### config.mk
export PLATFORM = sky130hd
export DESIGN_NAME = pmp_region_match_flat
export DESIGN_NICKNAME = d
export VERILOG_FILES = /design/src/source/pmp_pkg.sv /design/src/source/pmp_rule_if.sv /design/src/source/pmp_region_match.sv /design/src/flat_wrapper.sv
export VERILOG_INCLUDE_DIRS = /design/src /design/src/source
export SDC_FILE = /design/constraint.sdc
export NUM_CORES = 2
export LEC_CHECK = 0
export CORE_AREA = 3 3 630 632
export DETAILED_ROUTE_END_ITERATION = 6
export DIE_AREA = 0 0 633 635
export DONT_BUFFER_PORTS = 1
export PLACE_DENSITY = 0.3
export SYNTH_ARGS = -nofsm -noshare
export SYNTH_HDL_FRONTEND = slang
export SYNTH_SLANG_ARGS = --single-unit
### constraint.sdc
create_clock -name vclk -period 9.05
set_input_delay 0.905 -clock vclk [all_inputs]
set_output_delay 0.905 -clock vclk [all_outputs]
set_load 0.005 [all_outputs]
### src/source/pmp_consts.svh
// PMP checker sizing constants
// Rule count and the address widths shared by the RTL and the testbench model

`ifndef PMP_CONSTS_SVH
`define PMP_CONSTS_SVH

//////////////////////////////
// Rule table
//////////////////////////////

// Number of protection rules
`define PMP_N_ENTRIES 16

// Width of one rule config byte
`define PMP_CFG_W 8

//////////////////////////////
// Addresses
//////////////////////////////

// Byte address width on both access paths
`define PMP_XLEN 32

// Word address compared against the rules, bits 31 down to 2
`define PMP_WADDR_W 30

`endif

### src/source/pmp_pkg.sv
// PMP checker types
// Privilege levels, address-matching modes and the rule config byte

`include "pmp_consts.svh"

package pmp_pkg;

   // Privilege level of the current access
   typedef enum logic [1:0] {
      PRIV_LVL_U = 2'b00,
      PRIV_LVL_S = 2'b01,
      PRIV_LVL_M = 2'b11
   } priv_lvl_e;

   // Address-matching mode, the A field of a config byte
   typedef enum logic [1:0] {
      PMP_OFF   = 2'b00,
      PMP_TOR   = 2'b01,
      PMP_NA4   = 2'b10,
      PMP_NAPOT = 2'b11
   } pmp_mode_e;

   typedef struct packed {
      logic x;
      logic w;
      logic r;
   } pmp_perm_t;

   // Standard PMP config byte, L at the top and R at bit 0
   typedef struct packed {
      logic                     lock;
      logic [`PMP_CFG_W-7:0]    rsvd;
      pmp_mode_e                mode;
      pmp_perm_t                perm;
   } pmp_cfg_t;

endpackage

### src/source/pmp_rule_if.sv
// Expanded PMP rule table
// Written by the rule expander, read by the region matchers and the access control

`timescale 1ns/1ps

`include "pmp_consts.svh"

interface pmp_rule_if;
   import pmp_pkg::*;

   logic      [`PMP_N_ENTRIES-1:0]                rule_en;
   pmp_mode_e [`PMP_N_ENTRIES-1:0]                rule_mode;
   pmp_perm_t [`PMP_N_ENTRIES-1:0]                rule_perm;
   // Bounds and mask are in words, like the pmpaddr registers
   logic      [`PMP_N_ENTRIES-1:0][`PMP_XLEN-1:0] rule_lo;
   logic      [`PMP_N_ENTRIES-1:0][`PMP_XLEN-1:0] rule_hi;
   logic      [`PMP_N_ENTRIES-1:0][`PMP_XLEN-1:0] rule_mask;

   modport expander (
      output rule_en, rule_mode, rule_perm, rule_lo, rule_hi, rule_mask
   );

   modport matcher (
      input rule_en, rule_mode, rule_lo, rule_hi, rule_mask
   );

   modport ctrl (
      input rule_en, rule_perm
   );

endinterface

### src/source/pmp_region_match.sv
// PMP region matcher
// Compares one access address against every rule region and returns
// one hit bit per rule

`timescale 1ns/1ps

`include "pmp_consts.svh"

module pmp_region_match (
   input  logic [`PMP_XLEN-1:0]       addr_i,
   pmp_rule_if.matcher                rules_i,
   output logic [`PMP_N_ENTRIES-1:0]  hit_o
);
   import pmp_pkg::*;

   logic [`PMP_WADDR_W-1:0] word_addr;
   logic [`PMP_XLEN-1:0]    word_addr_ext;
   logic [`PMP_N_ENTRIES-1:0] region_hit;

   // Rules work on word addresses, byte offset dropped
   assign word_addr     = addr_i[`PMP_XLEN-1:2];
   assign word_addr_ext = {{(`PMP_XLEN-`PMP_WADDR_W){1'b0}}, word_addr};

   //////////////////////////////
   // Region compare
   //////////////////////////////
   always_comb
   begin
      for (int n = 0; n < `PMP_N_ENTRIES; n++)
      begin
         case (rules_i.rule_mode[n])
            PMP_TOR:
            begin
               // Upper bound is exclusive
               region_hit[n] = (word_addr_ext >= rules_i.rule_lo[n]) &&
                               (word_addr_ext <  rules_i.rule_hi[n]);
            end
            PMP_NA4:
            begin
               region_hit[n] = (word_addr == rules_i.rule_lo[n][`PMP_WADDR_W-1:0]);
            end
            PMP_NAPOT:
            begin
               region_hit[n] =
                  ((word_addr & rules_i.rule_mask[n][`PMP_WADDR_W-1:0]) ==
                   rules_i.rule_lo[n][`PMP_WADDR_W-1:0]);
            end
            default:
               region_hit[n] = 1'b0;
         endcase
      end
   end

   // A disabled rule never hits, whatever its stale bounds say
   assign hit_o = region_hit & rules_i.rule_en;

endmodule

### src/flat_wrapper.sv
// flat-port wrapper written by rule: the top's interface ports become plain ports
module pmp_region_match_flat import pmp_pkg::*;
  (addr_i, hit_o, rules_i_rule_en, rules_i_rule_mode, rules_i_rule_lo, rules_i_rule_hi, rules_i_rule_mask);
  pmp_rule_if rules_i_i ();
  input  logic [`PMP_XLEN-1:0] addr_i;
  output logic [`PMP_N_ENTRIES-1:0] hit_o;
  input wire logic [$bits(rules_i_i.rule_en)-1:0] rules_i_rule_en;
  input wire logic [$bits(rules_i_i.rule_mode)-1:0] rules_i_rule_mode;
  input wire logic [$bits(rules_i_i.rule_lo)-1:0] rules_i_rule_lo;
  input wire logic [$bits(rules_i_i.rule_hi)-1:0] rules_i_rule_hi;
  input wire logic [$bits(rules_i_i.rule_mask)-1:0] rules_i_rule_mask;
  assign rules_i_i.rule_en = rules_i_rule_en;
  assign rules_i_i.rule_mode = rules_i_rule_mode;
  assign rules_i_i.rule_lo = rules_i_rule_lo;
  assign rules_i_i.rule_hi = rules_i_rule_hi;
  assign rules_i_i.rule_mask = rules_i_rule_mask;
  pmp_region_match u_core (.addr_i(addr_i), .rules_i(rules_i_i), .hit_o(hit_o));
endmodule
---- Word level (Yosys, flattened, before mapping) ----
Index checks and enable logic that the tools add are counted.
cells by class
  add/sub/neg operators ................... 0
  multiply operators ...................... 0
  divide/modulo/power cells ............... 0
  magnitude comparators ................... 32
  equality and inequality tests ........... 80
  shift-type cells ........................ 0
  multiplexer cells ....................... 16
  bitwise logic cells ..................... 17
  reduce and logical (&&, ||, !) cells .... 16
operators with widths
  kind                                                                   count
  30-bit equality test                                                   32
  30-bit by 32-bit greater-or-equal comparator with 1-bit output         16
  30-bit by 32-bit < comparator with 1-bit output                        16
  30-bit AND                                                             16
  2-bit equality test, second input constant                             32
  1-bit one-hot mux with 3 select lines                                  16
  2-bit by 1-bit equality test with 1-bit output, second input constant  16
  16-bit AND                                                             1
  1-bit logical AND                                                      16
word-level totals
  register bits ........................... 0
  latch bits .............................. 0
  RAM bits ................................ 0
  ROM bits ................................ 0
  output and inout port bits .............. 16
  word-level logic and storage cells ...... 161
  memories ................................ 0

---- Longest topological paths before layout ----
  depth after elaboration ................. 4
  depth in mapped cells ................... 11
  mapped depth without buffers ............ 9

---- Least setup slack after synthesis ----
Ideal clock, no wire load.
  path type ............................... input-to-output
  from .................................... input port addr_i[2]
  to ...................................... output port hit_o[6]
  arrival ................................. 3,229 ps
  setup slack ............................. 4,916 ps
  stages .................................. 11
  buffers on the path ..................... 2
  cell sequence ........................... clkbuf_1 > inv_1 > clkbuf_1 > ha_1 > nand2b_1 > a2111oi_0 > nor3_1 > o211ai_1 > a2111oi_0 > o31ai_1 > o41ai_1
on the way
  word-level cells in the longest chain between the ends .. 4
  elaborated cells between the ends (all ways) .. 8
  those cells by class .................... order compare: 2; eq/ne: 2; mux: 1; bitwise: 2; reduce/logical: 1
RTL lines
  element                                                                                       line                                            RTL
  start: declaration                                                                            flat_wrapper.sv:5                               input logic [`PMP_XLEN-1:0] addr_i;
  30-bit by 32-bit greater-or-equal comparator with 1-bit output, or another cell as far along  pmp_region_match.sv:35                          region_hit[n] = (word_addr_ext >= rules_i.rule_lo[n]) &&
  1-bit logical AND or 30-bit equality test (tied branches)                                     pmp_region_match.sv:35, pmp_region_match.sv:45
  1-bit one-hot mux with 3 select lines *                                                       pmp_region_match.sv:31                          case (rules_i.rule_mode[n])
  16-bit AND *                                                                                  pmp_region_match.sv:55                          assign hit_o = region_hit & rules_i.rule_en;
  end: declaration                                                                              flat_wrapper.sv:6                               output logic [`PMP_N_ENTRIES-1:0] hit_o;
Mark *: on every way between the ends. The rest lies on a longest branch, timed or not.

---- Worst setup path after layout ----
  from .................................... input port addr_i[17]
  to ...................................... output port hit_o[8]
Same word-level chain as after synthesis.

==> flow_metrics.tcl <==
set metrics [dict create \
    status "finished, violations left" \
    violations "DRC" \
    sequential_cell_total 0 \
    cts-resized-gates 0 \
    crit_path_frequent_cell "sky130_fd_sc_hd__a31oi_1" \
    total_grt_usage 0.2015 \
    synth-adder-area-share 0.3506 \
    grt_start_max_net_pins 64 \
    post_dp_hpwl_microns 348500 \
    tcrit_tclk_final 0.6095 \
    yosysTopAreaCellShare 0.3506 \
    synthesized_area_fraction_occupied_by_ao_oa_aoi_and_oai_cells 0.3203 \
    worstHoldEndpoint "hit_o[5]" \
    grt_antenna_before_repair 237 \
    setup-violations-final 0 \
    unrepaired_setup_endpoints_after_global_routing "no" \
    critPathLaunchType "input pin" \
    postCtsSetupBuffers 0 \
    timing.critical_path.arrival_ns 4.61 \
    crit_buf_inv 0 \
    final_hold_viol_count 0 \
    routabilityCongestion 0.9514 \
    synthMuxAreaShare 0.0002971 \
    yosys.cell_types.count 66 \
    synth.top_cells.by_count "sky130_fd_sc_hd__inv_1, sky130_fd_sc_hd__ha_1, sky130_fd_sc_hd__a21oi_1" \
    ys.warnings.count 0 \
    chipHeight_microns 635 \
    worstMarginPinSlew_ns 1.182 \
    num-fill-cells 46180 \
    fin_crit_ns 5.516 \
    worstPathRequired_ns 8.15 \
    post-synth-top-count-cell "sky130_fd_sc_hd__inv_1" \
    crit_family "compound AO/OA/AOI/OAI gates" \
    portbufs 0 \
    yosys.area_share.simple 0.1899 \
    cts-hold-fix-buffers 0 \
    first_global_vias 43650 \
    postSynthNetCount 7579 \
    path_class "input pin to primary output" \
    placement_rows 230 \
    drt_pre_antenna_iters 7 \
    drt-initial-drc-count 5841 \
    finalMaxSlewViolations 0 \
    io-pin-count 1632 \
    leakagePower_nw 17.68 \
    holdCritPathClass "input pin to primary output" \
    synth.avg_cell_area_sq_um 6.712 \
    first_pass_grt_wire_length_microns 521700 \
    worst_setup_path_end_kind "primary output" \
    detail_route.wl_per_cell_microns 41.51 \
    design.die.area_sq_um 402000 \
    vias_per_cell 4.474 \
    worst_slew_margin_rel 0.2101 \
    totalNegativeSetupSlack_ns 0 \
    clock_buffer_count 0 \
    post_synth_inst_count 5019 \
    worst_path_slowest_cell "sky130_fd_sc_hd__nor3_1" \
    post_synth_instance_area_sq_um 33690 \
    dieWidth_microns 633 \
    min_path_cells 2 \
    synth_top_family_by_area "adder cells" \
    max_stage_delay_ns 0.89 \
    fraction_of_layout_instances_using_a_drive_strength_above_1 0.01378 \
    worst-path-max-fanout 62 \
    fmaxAchievable_mhz 181.3 \
    synth-seq-area-share 0 \
    finalNetCount 7497 \
    drt_drc_violations_left 3 \
    area_growth_syn_to_layout_pct 20.16 \
    crit_chain "ha_1, nand4_1, nor3_1, a21oi_1, a31oi_1, o21ai_0, a31oi_1, o31ai_1" \
    max_cap_viol_count 0 \
    post_synth_xor_area_fraction 0.01430 \
    area.sequential_sq_um 0 \
    grt_overflow_total 0 \
    min_from "rules_i_rule_en[5]" \
    pwr_density_cell_nw_per_um2 39.79 \
    placeableCoreArea_sq_um 392000 \
    route.antenna.remaining_nets 0 \
    synth.area.top_cells "sky130_fd_sc_hd__ha_1, sky130_fd_sc_hd__inv_1, sky130_fd_sc_hd__o211ai_1" \
    route.final.wire_length_microns 428500 \
    initial_utilization 0.08595 \
    dominant_cell_type_by_area_after_synthesis "sky130_fd_sc_hd__ha_1" \
    p_total_mw 1.611 \
    detailroute.via_count 46180 \
    max_ir_drop_vdd_mv 0.01287 \
]
## worst max path at each step
stage / cells after the start / endpoint / from / slack [ns]
final: 8 / hit_o[8] / addr_i[17] / 3.53
after global routing: 8 / hit_o[8] / addr_i[17] / 3.52
after CTS: 8 / hit_o[8] / addr_i[14] / 3.65
after detailed placement: 8 / hit_o[8] / addr_i[14] / 3.66
after global placement: 8 / hit_o[8] / addr_i[14] / 3.73
after floorplan: 11 / hit_o[6] / addr_i[2] / 4.92
## cells by family after synthesis
logic type                 Yosys count
AOI/OAI and AO/OA                 1646
muxes                                1
and+or+nand+nor                   1255
xor gates and xnor gates            55
buffers and inverters             1118
adders and majority gates          944
## per-stage QoR
step                      cells  worst slack (ns)  area [sq um]  hold slack, ns    util
after floorplan            5019             4.916         33690           1.919       -
after global placement    10160             3.730         40060           2.010  0.1022
after detailed placement  10160             3.664         40060           2.009  0.1022
after CTS                 10160             3.649         40060           2.009  0.1022
after global routing      10210             3.521         40200           2.011  0.1026
final                     10320             3.534         40480           2.018  0.1033
## report_power, final
part	internal, mW	leakage [nW]	switching [mW]
clock network	0.00000177	0.00107	0
logic	0.598	17.7	1.01
registers	0	0	0
total	0.598	17.7	1.01
## layer usage
metal | up-vias | track usage | wire [microns]
met5 | - | 0 | 987
met4 | 148 | 0.09900 | 21910
met3 | 910 | 0.09735 | 53450
met2 | 3477 | 0.3301 | 197900
met1 | 22740 | 0.2154 | 154200
li1 | 18910 | - | -
## area by class of cell
cell class | instances | area (sq um) | share of cell area
tap | 5220 | 6531 | 0.1614
multi-input combinational | 3901 | 29510 | 0.7290
timing repair buffer | 36 | 270.3 | 0.006677
antenna | 168 | 420.4 | 0.01039
inverter | 998 | 3749 | 0.09261
## placed cells by master, fill, tap and decap left out, types with 43 or more instances in the layout
cell and count:
sky130_fd_sc_hd__a2111oi_0 48, sky130_fd_sc_hd__a211oi_1 43, sky130_fd_sc_hd__a21o_1 98, sky130_fd_sc_hd__a21oi_1 323, sky130_fd_sc_hd__a221oi_1 50, sky130_fd_sc_hd__diode_2 168, sky130_fd_sc_hd__ha_1 944, sky130_fd_sc_hd__inv_1 970
sky130_fd_sc_hd__nand2_1 215, sky130_fd_sc_hd__nand3_1 72, sky130_fd_sc_hd__nand4_1 188, sky130_fd_sc_hd__nor2_1 293, sky130_fd_sc_hd__nor3_1 209, sky130_fd_sc_hd__nor4_1 91, sky130_fd_sc_hd__o211ai_1 273, sky130_fd_sc_hd__o21ai_0 281
sky130_fd_sc_hd__o22ai_1 292, sky130_fd_sc_hd__xnor2_1 55
No activity file was read; power rests on OpenSTA's default activity.
