## src/source/pmp_consts.svh

```systemverilog
// PMP checker sizing constants
// Rule count and the address widths shared by the RTL and the testbench model

`ifndef PMP_CONSTS_SVH
`define PMP_CONSTS_SVH

//////////////////////////////
// Rule table
//////////////////////////////

// Number of protection rules
`define PMP_N_ENTRIES 16

// Width of one rule config byte
`define PMP_CFG_W 8

//////////////////////////////
// Addresses
//////////////////////////////

// Byte address width on both access paths
`define PMP_XLEN 32

// Word address compared against the rules, bits 31 down to 2
`define PMP_WADDR_W 30

`endif

```

## src/source/pmp_pkg.sv

```systemverilog
// PMP checker types
// Privilege levels, address-matching modes and the rule config byte

`include "pmp_consts.svh"

package pmp_pkg;

   // Privilege level of the current access
   typedef enum logic [1:0] {
      PRIV_LVL_U = 2'b00,
      PRIV_LVL_S = 2'b01,
      PRIV_LVL_M = 2'b11
   } priv_lvl_e;

   // Address-matching mode, the A field of a config byte
   typedef enum logic [1:0] {
      PMP_OFF   = 2'b00,
      PMP_TOR   = 2'b01,
      PMP_NA4   = 2'b10,
      PMP_NAPOT = 2'b11
   } pmp_mode_e;

   typedef struct packed {
      logic x;
      logic w;
      logic r;
   } pmp_perm_t;

   // Standard PMP config byte, L at the top and R at bit 0
   typedef struct packed {
      logic                     lock;
      logic [`PMP_CFG_W-7:0]    rsvd;
      pmp_mode_e                mode;
      pmp_perm_t                perm;
   } pmp_cfg_t;

endpackage

```

## src/source/pmp_rule_if.sv

```systemverilog
// Expanded PMP rule table
// Written by the rule expander, read by the region matchers and the access control

`timescale 1ns/1ps

`include "pmp_consts.svh"

interface pmp_rule_if;
   import pmp_pkg::*;

   logic      [`PMP_N_ENTRIES-1:0]                rule_en;
   pmp_mode_e [`PMP_N_ENTRIES-1:0]                rule_mode;
   pmp_perm_t [`PMP_N_ENTRIES-1:0]                rule_perm;
   // Bounds and mask are in words, like the pmpaddr registers
   logic      [`PMP_N_ENTRIES-1:0][`PMP_XLEN-1:0] rule_lo;
   logic      [`PMP_N_ENTRIES-1:0][`PMP_XLEN-1:0] rule_hi;
   logic      [`PMP_N_ENTRIES-1:0][`PMP_XLEN-1:0] rule_mask;

   modport expander (
      output rule_en, rule_mode, rule_perm, rule_lo, rule_hi, rule_mask
   );

   modport matcher (
      input rule_en, rule_mode, rule_lo, rule_hi, rule_mask
   );

   modport ctrl (
      input rule_en, rule_perm
   );

endinterface

```

## src/source/pmp_access_ctrl.sv

```systemverilog
// PMP access control
// Applies privilege and rule permissions to the data and fetch paths,
// passing or blocking the request and grant strobes

`timescale 1ns/1ps

`include "pmp_consts.svh"

module pmp_access_ctrl (
   input  pmp_pkg::priv_lvl_e         priv_lvl_i,
   pmp_rule_if.ctrl                   rules_i,
   // Data path
   input  logic [`PMP_N_ENTRIES-1:0]  data_hit_i,
   input  logic                       data_req_i,
   input  logic                       data_we_i,
   input  logic                       data_gnt_i,
   output logic                       data_req_o,
   output logic                       data_gnt_o,
   output logic                       data_err_o,
   // Fetch path
   input  logic [`PMP_N_ENTRIES-1:0]  instr_hit_i,
   input  logic                       instr_req_i,
   input  logic                       instr_gnt_i,
   output logic                       instr_req_o,
   output logic                       instr_gnt_o,
   output logic                       instr_err_o
);
   import pmp_pkg::*;

   logic [`PMP_N_ENTRIES-1:0] data_perm_ok;
   logic [`PMP_N_ENTRIES-1:0] instr_perm_ok;
   logic                      m_mode;
   logic                      data_allow;
   logic                      instr_allow;

   // Store needs W, load needs R, fetch needs X
   always_comb
   begin
      for (int n = 0; n < `PMP_N_ENTRIES; n++)
      begin
         data_perm_ok[n]  = rules_i.rule_en[n] &
                            (data_we_i ? rules_i.rule_perm[n].w : rules_i.rule_perm[n].r);
         instr_perm_ok[n] = rules_i.rule_en[n] & rules_i.rule_perm[n].x;
      end
   end

   // Machine mode bypasses every rule
   assign m_mode      = (priv_lvl_i == PRIV_LVL_M);
   assign data_allow  = m_mode | (|(data_hit_i & data_perm_ok));
   assign instr_allow = m_mode | (|(instr_hit_i & instr_perm_ok));

   assign data_req_o  = data_allow & data_req_i;
   assign data_gnt_o  = data_allow & data_gnt_i;
   assign data_err_o  = ~data_allow & data_req_i;

   assign instr_req_o = instr_allow & instr_req_i;
   assign instr_gnt_o = instr_allow & instr_gnt_i;
   assign instr_err_o = ~instr_allow & instr_req_i;

endmodule

```

## src/flat_wrapper.sv

```systemverilog
// flat-port wrapper written by rule: the top's interface ports become plain ports
module pmp_access_ctrl_flat import pmp_pkg::*;
  (priv_lvl_i, data_hit_i, data_req_i, data_we_i, data_gnt_i, data_req_o, data_gnt_o, data_err_o, instr_hit_i, instr_req_i, instr_gnt_i, instr_req_o, instr_gnt_o, instr_err_o, rules_i_rule_en, rules_i_rule_perm);
  pmp_rule_if rules_i_i ();
  input  pmp_pkg::priv_lvl_e priv_lvl_i;
  input  logic [`PMP_N_ENTRIES-1:0] data_hit_i;
  input  logic data_req_i;
  input  logic data_we_i;
  input  logic data_gnt_i;
  output logic data_req_o;
  output logic data_gnt_o;
  output logic data_err_o;
  input  logic [`PMP_N_ENTRIES-1:0] instr_hit_i;
  input  logic instr_req_i;
  input  logic instr_gnt_i;
  output logic instr_req_o;
  output logic instr_gnt_o;
  output logic instr_err_o;
  input wire logic [$bits(rules_i_i.rule_en)-1:0] rules_i_rule_en;
  input wire logic [$bits(rules_i_i.rule_perm)-1:0] rules_i_rule_perm;
  assign rules_i_i.rule_en = rules_i_rule_en;
  assign rules_i_i.rule_perm = rules_i_rule_perm;
  pmp_access_ctrl u_core (.priv_lvl_i(priv_lvl_i), .rules_i(rules_i_i), .data_hit_i(data_hit_i), .data_req_i(data_req_i), .data_we_i(data_we_i), .data_gnt_i(data_gnt_i), .data_req_o(data_req_o), .data_gnt_o(data_gnt_o), .data_err_o(data_err_o), .instr_hit_i(instr_hit_i), .instr_req_i(instr_req_i), .instr_gnt_i(instr_gnt_i), .instr_req_o(instr_req_o), .instr_gnt_o(instr_gnt_o), .instr_err_o(instr_err_o));
endmodule
```

## config.mk

```make
export PLATFORM = sky130hd
export DESIGN_NAME = pmp_access_ctrl_flat
export DESIGN_NICKNAME = d
export VERILOG_FILES = /design/src/source/pmp_pkg.sv /design/src/source/pmp_rule_if.sv /design/src/source/pmp_access_ctrl.sv /design/src/flat_wrapper.sv
export VERILOG_INCLUDE_DIRS = /design/src /design/src/source
export SDC_FILE = /design/constraint.sdc
export NUM_CORES = 1
export LEC_CHECK = 0
export BUFFER_PORTS_ARGS = -buffer_cell sky130_fd_sc_hd__buf_2
export CAP_MARGIN = 20
export CELL_PAD_IN_SITES_DETAIL_PLACEMENT = 0
export CELL_PAD_IN_SITES_GLOBAL_PLACEMENT = 2
export CORE_MARGIN = 5
export CORE_UTILIZATION = 10
export DETAILED_ROUTE_END_ITERATION = 12
export PLACE_DENSITY = 0.95
export SLEW_MARGIN = 20
export SYNTH_ARGS = -nofsm -noshare
export SYNTH_HDL_FRONTEND = slang
export SYNTH_SLANG_ARGS = --single-unit
```

## constraint.sdc

```tcl
create_clock -name vclk -period 2.1
set_clock_uncertainty 0.2 [all_clocks]
set_input_delay 0 -clock vclk [all_inputs]
set_output_delay 0 -clock vclk [all_outputs]
set_load 0.01 [all_outputs]
```

Word level (Yosys, flattened, before mapping)
Cells that the tools add are included.
{"block": "totals", "regBits": 0, "input_bits": 103, "output_inout_bits": 6, "elab_cells": 63}
{"block": "op_classes", "n_eq_ne": 1, "n_mux": 16, "n_bitwise": 44, "n_reduce_logical": 2}
{"op": "bitwise AND 1 bit", "n": 38}
{"op": "bitwise AND 16 bit", "n": 2}
{"op": "OR reduction 16 bit", "n": 2}
{"op": "two-way mux 1 bit", "n": 16}
{"op": "equality test 2 bit, second input constant", "n": 1}
{"op": "inverter 1 bit", "n": 2}
{"op": "OR 1 bit", "n": 2}

Depth between registers and ports, before layout
{"block": "depth", "depth_word": 7, "ltp_mapped": 6, "ltp_nobuf": 4}

Least setup slack after synthesis
OpenSTA, ideal clock, no wires.
{"block": "synth_path", "kind": "input port to output port", "start": "input data_we_i", "end": "output data_err_o", "t_arrival_ps": 1084, "t_required_ps": 1900, "slack_ps": 816, "path_stages": 6, "path_buffers": 2, "cell_sequence": "buf_6 buf_12 mux2i_1 o22ai_1 nor4_2 and4_1"}
{"block": "synth_between", "elab_chain_cells": 7, "elab_cells_between_ends": 37, "classes_between": "mux (16); bitwise (20); reduce/logical (1)"}
{"element": "from (decl)", "line_no": "flat_wrapper.sv:8", "source": "input logic data_we_i;"}
{"element": "two-way mux 1 bit", "line_no": "pmp_access_ctrl.sv:42", "source": "(data_we_i ? rules_i.rule_perm[n].w : rules_i.rule_perm[n].r);"}
{"element": "bitwise AND 1 bit", "line_no": "pmp_access_ctrl.sv:41", "source": "data_perm_ok[n] = rules_i.rule_en[n] &"}
{"element": "bitwise AND 16 bit (*)", "line_no": "pmp_access_ctrl.sv:49", "source": "assign data_allow = m_mode | (|(data_hit_i & data_perm_ok));"}
{"element": "OR reduction 16 bit (*)", "line_no": "pmp_access_ctrl.sv:49"}
{"element": "OR 1 bit (*)", "line_no": "pmp_access_ctrl.sv:49"}
{"element": "inverter 1 bit (*)", "line_no": "pmp_access_ctrl.sv:54", "source": "assign data_err_o = ~data_allow & data_req_i;"}
{"element": "bitwise AND 1 bit (*)", "line_no": "pmp_access_ctrl.sv:54"}
{"element": "to (decl)", "line_no": "flat_wrapper.sv:12", "source": "output logic data_err_o;"}
Every way passes the cells marked *; elsewhere a longest branch is shown, timed or not.

Worst setup path after layout
Same ends and word-level chain as after synthesis.

==> run summary <==
====================================================================================
Outcome                                                                 finished, final reports clean
Count of input and output buffers                                                109
Weighted congestion at the end of routability-driven global placement         0.7020
Element type at the critical path end                                   primary output
First-pass GRT wire length                                                   4616 um
Tightest Pin Transition                                                    0.5126 ns
Layout clock buffers                                                               0
Max-cap viol count                                                                 0
Diodes inserted                                                                    0
Share of the yosys chip area belonging to registers                               0%
Aggregate global routing overflow                                                  0
DP Worst Slack                                                             0.3018 ns
Count of yosys warnings during synthesis                                           0
Core footprint                                                            4786 sq um
Endpoints failing setup                                                            0
Total negative slack                                                            0 ns
Power density normalized to cell area                                   172.7 nW/um^2
Startpoint kind of the worst setup timing path                            input port
Hold-fix buffers at CTS                                                            0
Starting Density                                                              10.41%
Number of post-CTS setup repair buffers                                            0
Average wire per cell in the routed design                                  12.68 um
Synthesized instance count                                                        76
Post-Layout Inst Area                                                     1096 sq um
Count of cells resized by post-cts repair                                          0
Hold Violations, Final                                                             0
Arr. time, crit path                                                         1.57 ns
RSZ-0062 raised after global routing                                              no
Aggregate global-route resource usage                                         8.998%
Area Growth Syn to Fin                                                        120.1%
Drt total wl                                                                 3170 um
DRT Pass-1 Iters                                                                   2
Total nets after synthesis                                                       179
CP most frequent cell                                                   sky130_fd_sc_hd__buf_2
Class of the most critical hold timing path                                   in2out
Worst EP required                                                            1.90 ns
Remaining max-slew budget at the tightest pin                                 65.51%
Max frequency                                                              563.5 MHz
Floorplan row count                                                               25
Highest cell delay on the worst timing path                                  0.40 ns
Floorplan die area                                                        6491 sq um
Vias in the first global route                                                  1058
Maximum number of pins on one net before global-route repair                      17
Number of vias per cell after detailed routing                                 3.804
Share of cells above drive strength 1                                         61.20%
Critical path start-end classification                                        in2out
Minimum period implied by the final worst setup slack                       1.775 ns
Drt first-iter violations                                                         17
Number of nets with antenna violations after routing                               0
Leakage power total                                                        0.6470 nW
DIE WIDTH                                                                   80.57 um
Final-stage net count                                                            288
Worst hold slack                                                          0.09687 ns
Largest fanout of any net on the critical path                                    16
Syn_area_per_cell                                                        6.552 sq um
FF+latch area                                                                0 sq um
Via total after detailed routing                                                 951
Initial antenna violation count                                                    0
I/O Pins                                                                         109
Number of flip-flops and latches                                                   0
Crit path max-delay cell type                                           sky130_fd_sc_hd__nor4_2
Max VDD drop                                                              0.04138 mV
Worst hold path stage count                                                        4
Placed Instance Area                                                      1096 sq um
Critical-path cell list                                                 buf_2, mux2i_1, o22ai_1, nor4_2, and4_1, buf_2
Post-route DRC                                                                     0
Tcrit/Tclk final                                                              84.50%
Crit path setup slack, layout                                              0.3255 ns
Max-slew violations                                                                0
Netlist area before placement                                            498.0 sq um
DIE HEIGHT                                                                  80.57 um
Distinct cell type count after synthesis                                          17
====================================================================================
-- final timing paths --
kind / from / to / slack (ns)
setup / recovery: data_we_i / data_err_o / 0.33
hold / removal: data_gnt_i / data_gnt_o / 0.1
-- synth_stat cells (all sizes together) --
cell / number / area, sq um
inv: 2 / 7.510
o22ai: 6 / 37.54
and4: 1 / 8.760
nand2: 18 / 67.56
mux2i: 15 / 150.1
and3: 1 / 6.260
buf: 2 / 31.28
nor4: 3 / 31.28
nand4: 3 / 18.77
nand3: 15 / 75.07
o21ai: 1 / 5.000
nor2: 2 / 7.510
mux2: 1 / 11.26
a21boi: 2 / 15.01
a31oi: 4 / 25.02
-- cells in the final DEF (no fill, tap or decap) --
cell type	netlist	routed
sky130_fd_sc_hd__a31oi_1	4	4
sky130_fd_sc_hd__nor4_2	2	2
sky130_fd_sc_hd__buf_2	0	109
sky130_fd_sc_hd__and4_1	1	1
sky130_fd_sc_hd__nand3_1	15	15
sky130_fd_sc_hd__inv_1	2	2
sky130_fd_sc_hd__o21ai_1	1	1
sky130_fd_sc_hd__o22ai_1	6	6
sky130_fd_sc_hd__mux2i_1	15	15
sky130_fd_sc_hd__and3_1	1	1
sky130_fd_sc_hd__nor4_1	1	1
sky130_fd_sc_hd__a21boi_0	2	2
sky130_fd_sc_hd__nand4_1	3	3
sky130_fd_sc_hd__nor2_1	2	2
sky130_fd_sc_hd__mux2_2	1	1
sky130_fd_sc_hd__nand2_1	18	18
-- stage by stage --
stage | power, mW | instances | utilization (%)
6_report | 0.1892 | 250 | 22.90
5_1_grt | 0.2161 | 250 | 22.90
4_1_cts | 0.1933 | 250 | 22.90
3_5_place_dp | 0.1929 | 250 | 22.90
3_3_place_gp | 0.1907 | 250 | 22.90
2_1_floorplan | 0.07903 | 76 | -
-- critical path: cells and delay by family --
family	cells	cell delay, ns
buffers and inverters	2	0.52
and+or+nand+nor	2	0.64
AOI/OAI and AO/OA	1	0.12
muxes	1	0.28
-- kinds of logic (layout without fill, tap and decap cells) --
| group | count (synthesis) | after routing | synth area share, % |
|---|---|---|---|
| compound gates | 13 | 13 | 16.58 |
| mux | 16 | 16 | 32.41 |
| simple gates | 43 | 43 | 43.22 |
| buf+inv | 4 | 111 | 7.790 |
-- routing by layer --
metal	global-route usage, %	up-vias	part of all wire, %
met5	0	-	0
li1	-	509	-
met3	2.354	0	11
met2	16.80	52	51
met4	0	0	0
met1	10.86	390	38
-- report_power, final --
part | internal (mW) | leakage (nW) | total [mW] | switching [mW]
sequential | 0 | 0 | 0 | 0
combinational | 0.110 | 0.647 | 0.189 | 0.0792
clock | 0 | 0 | 0 | 0
total | 0.110 | 0.647 | 0.189 | 0.0792
-- final cells by class --
class              count  area, sq um
fillers              582         3690
repair buffers       109        545.5
multi-input cells     72        459.2
well taps             67        83.83
inverters              2        7.507
No activity file was read; power rests on OpenSTA's default activity.
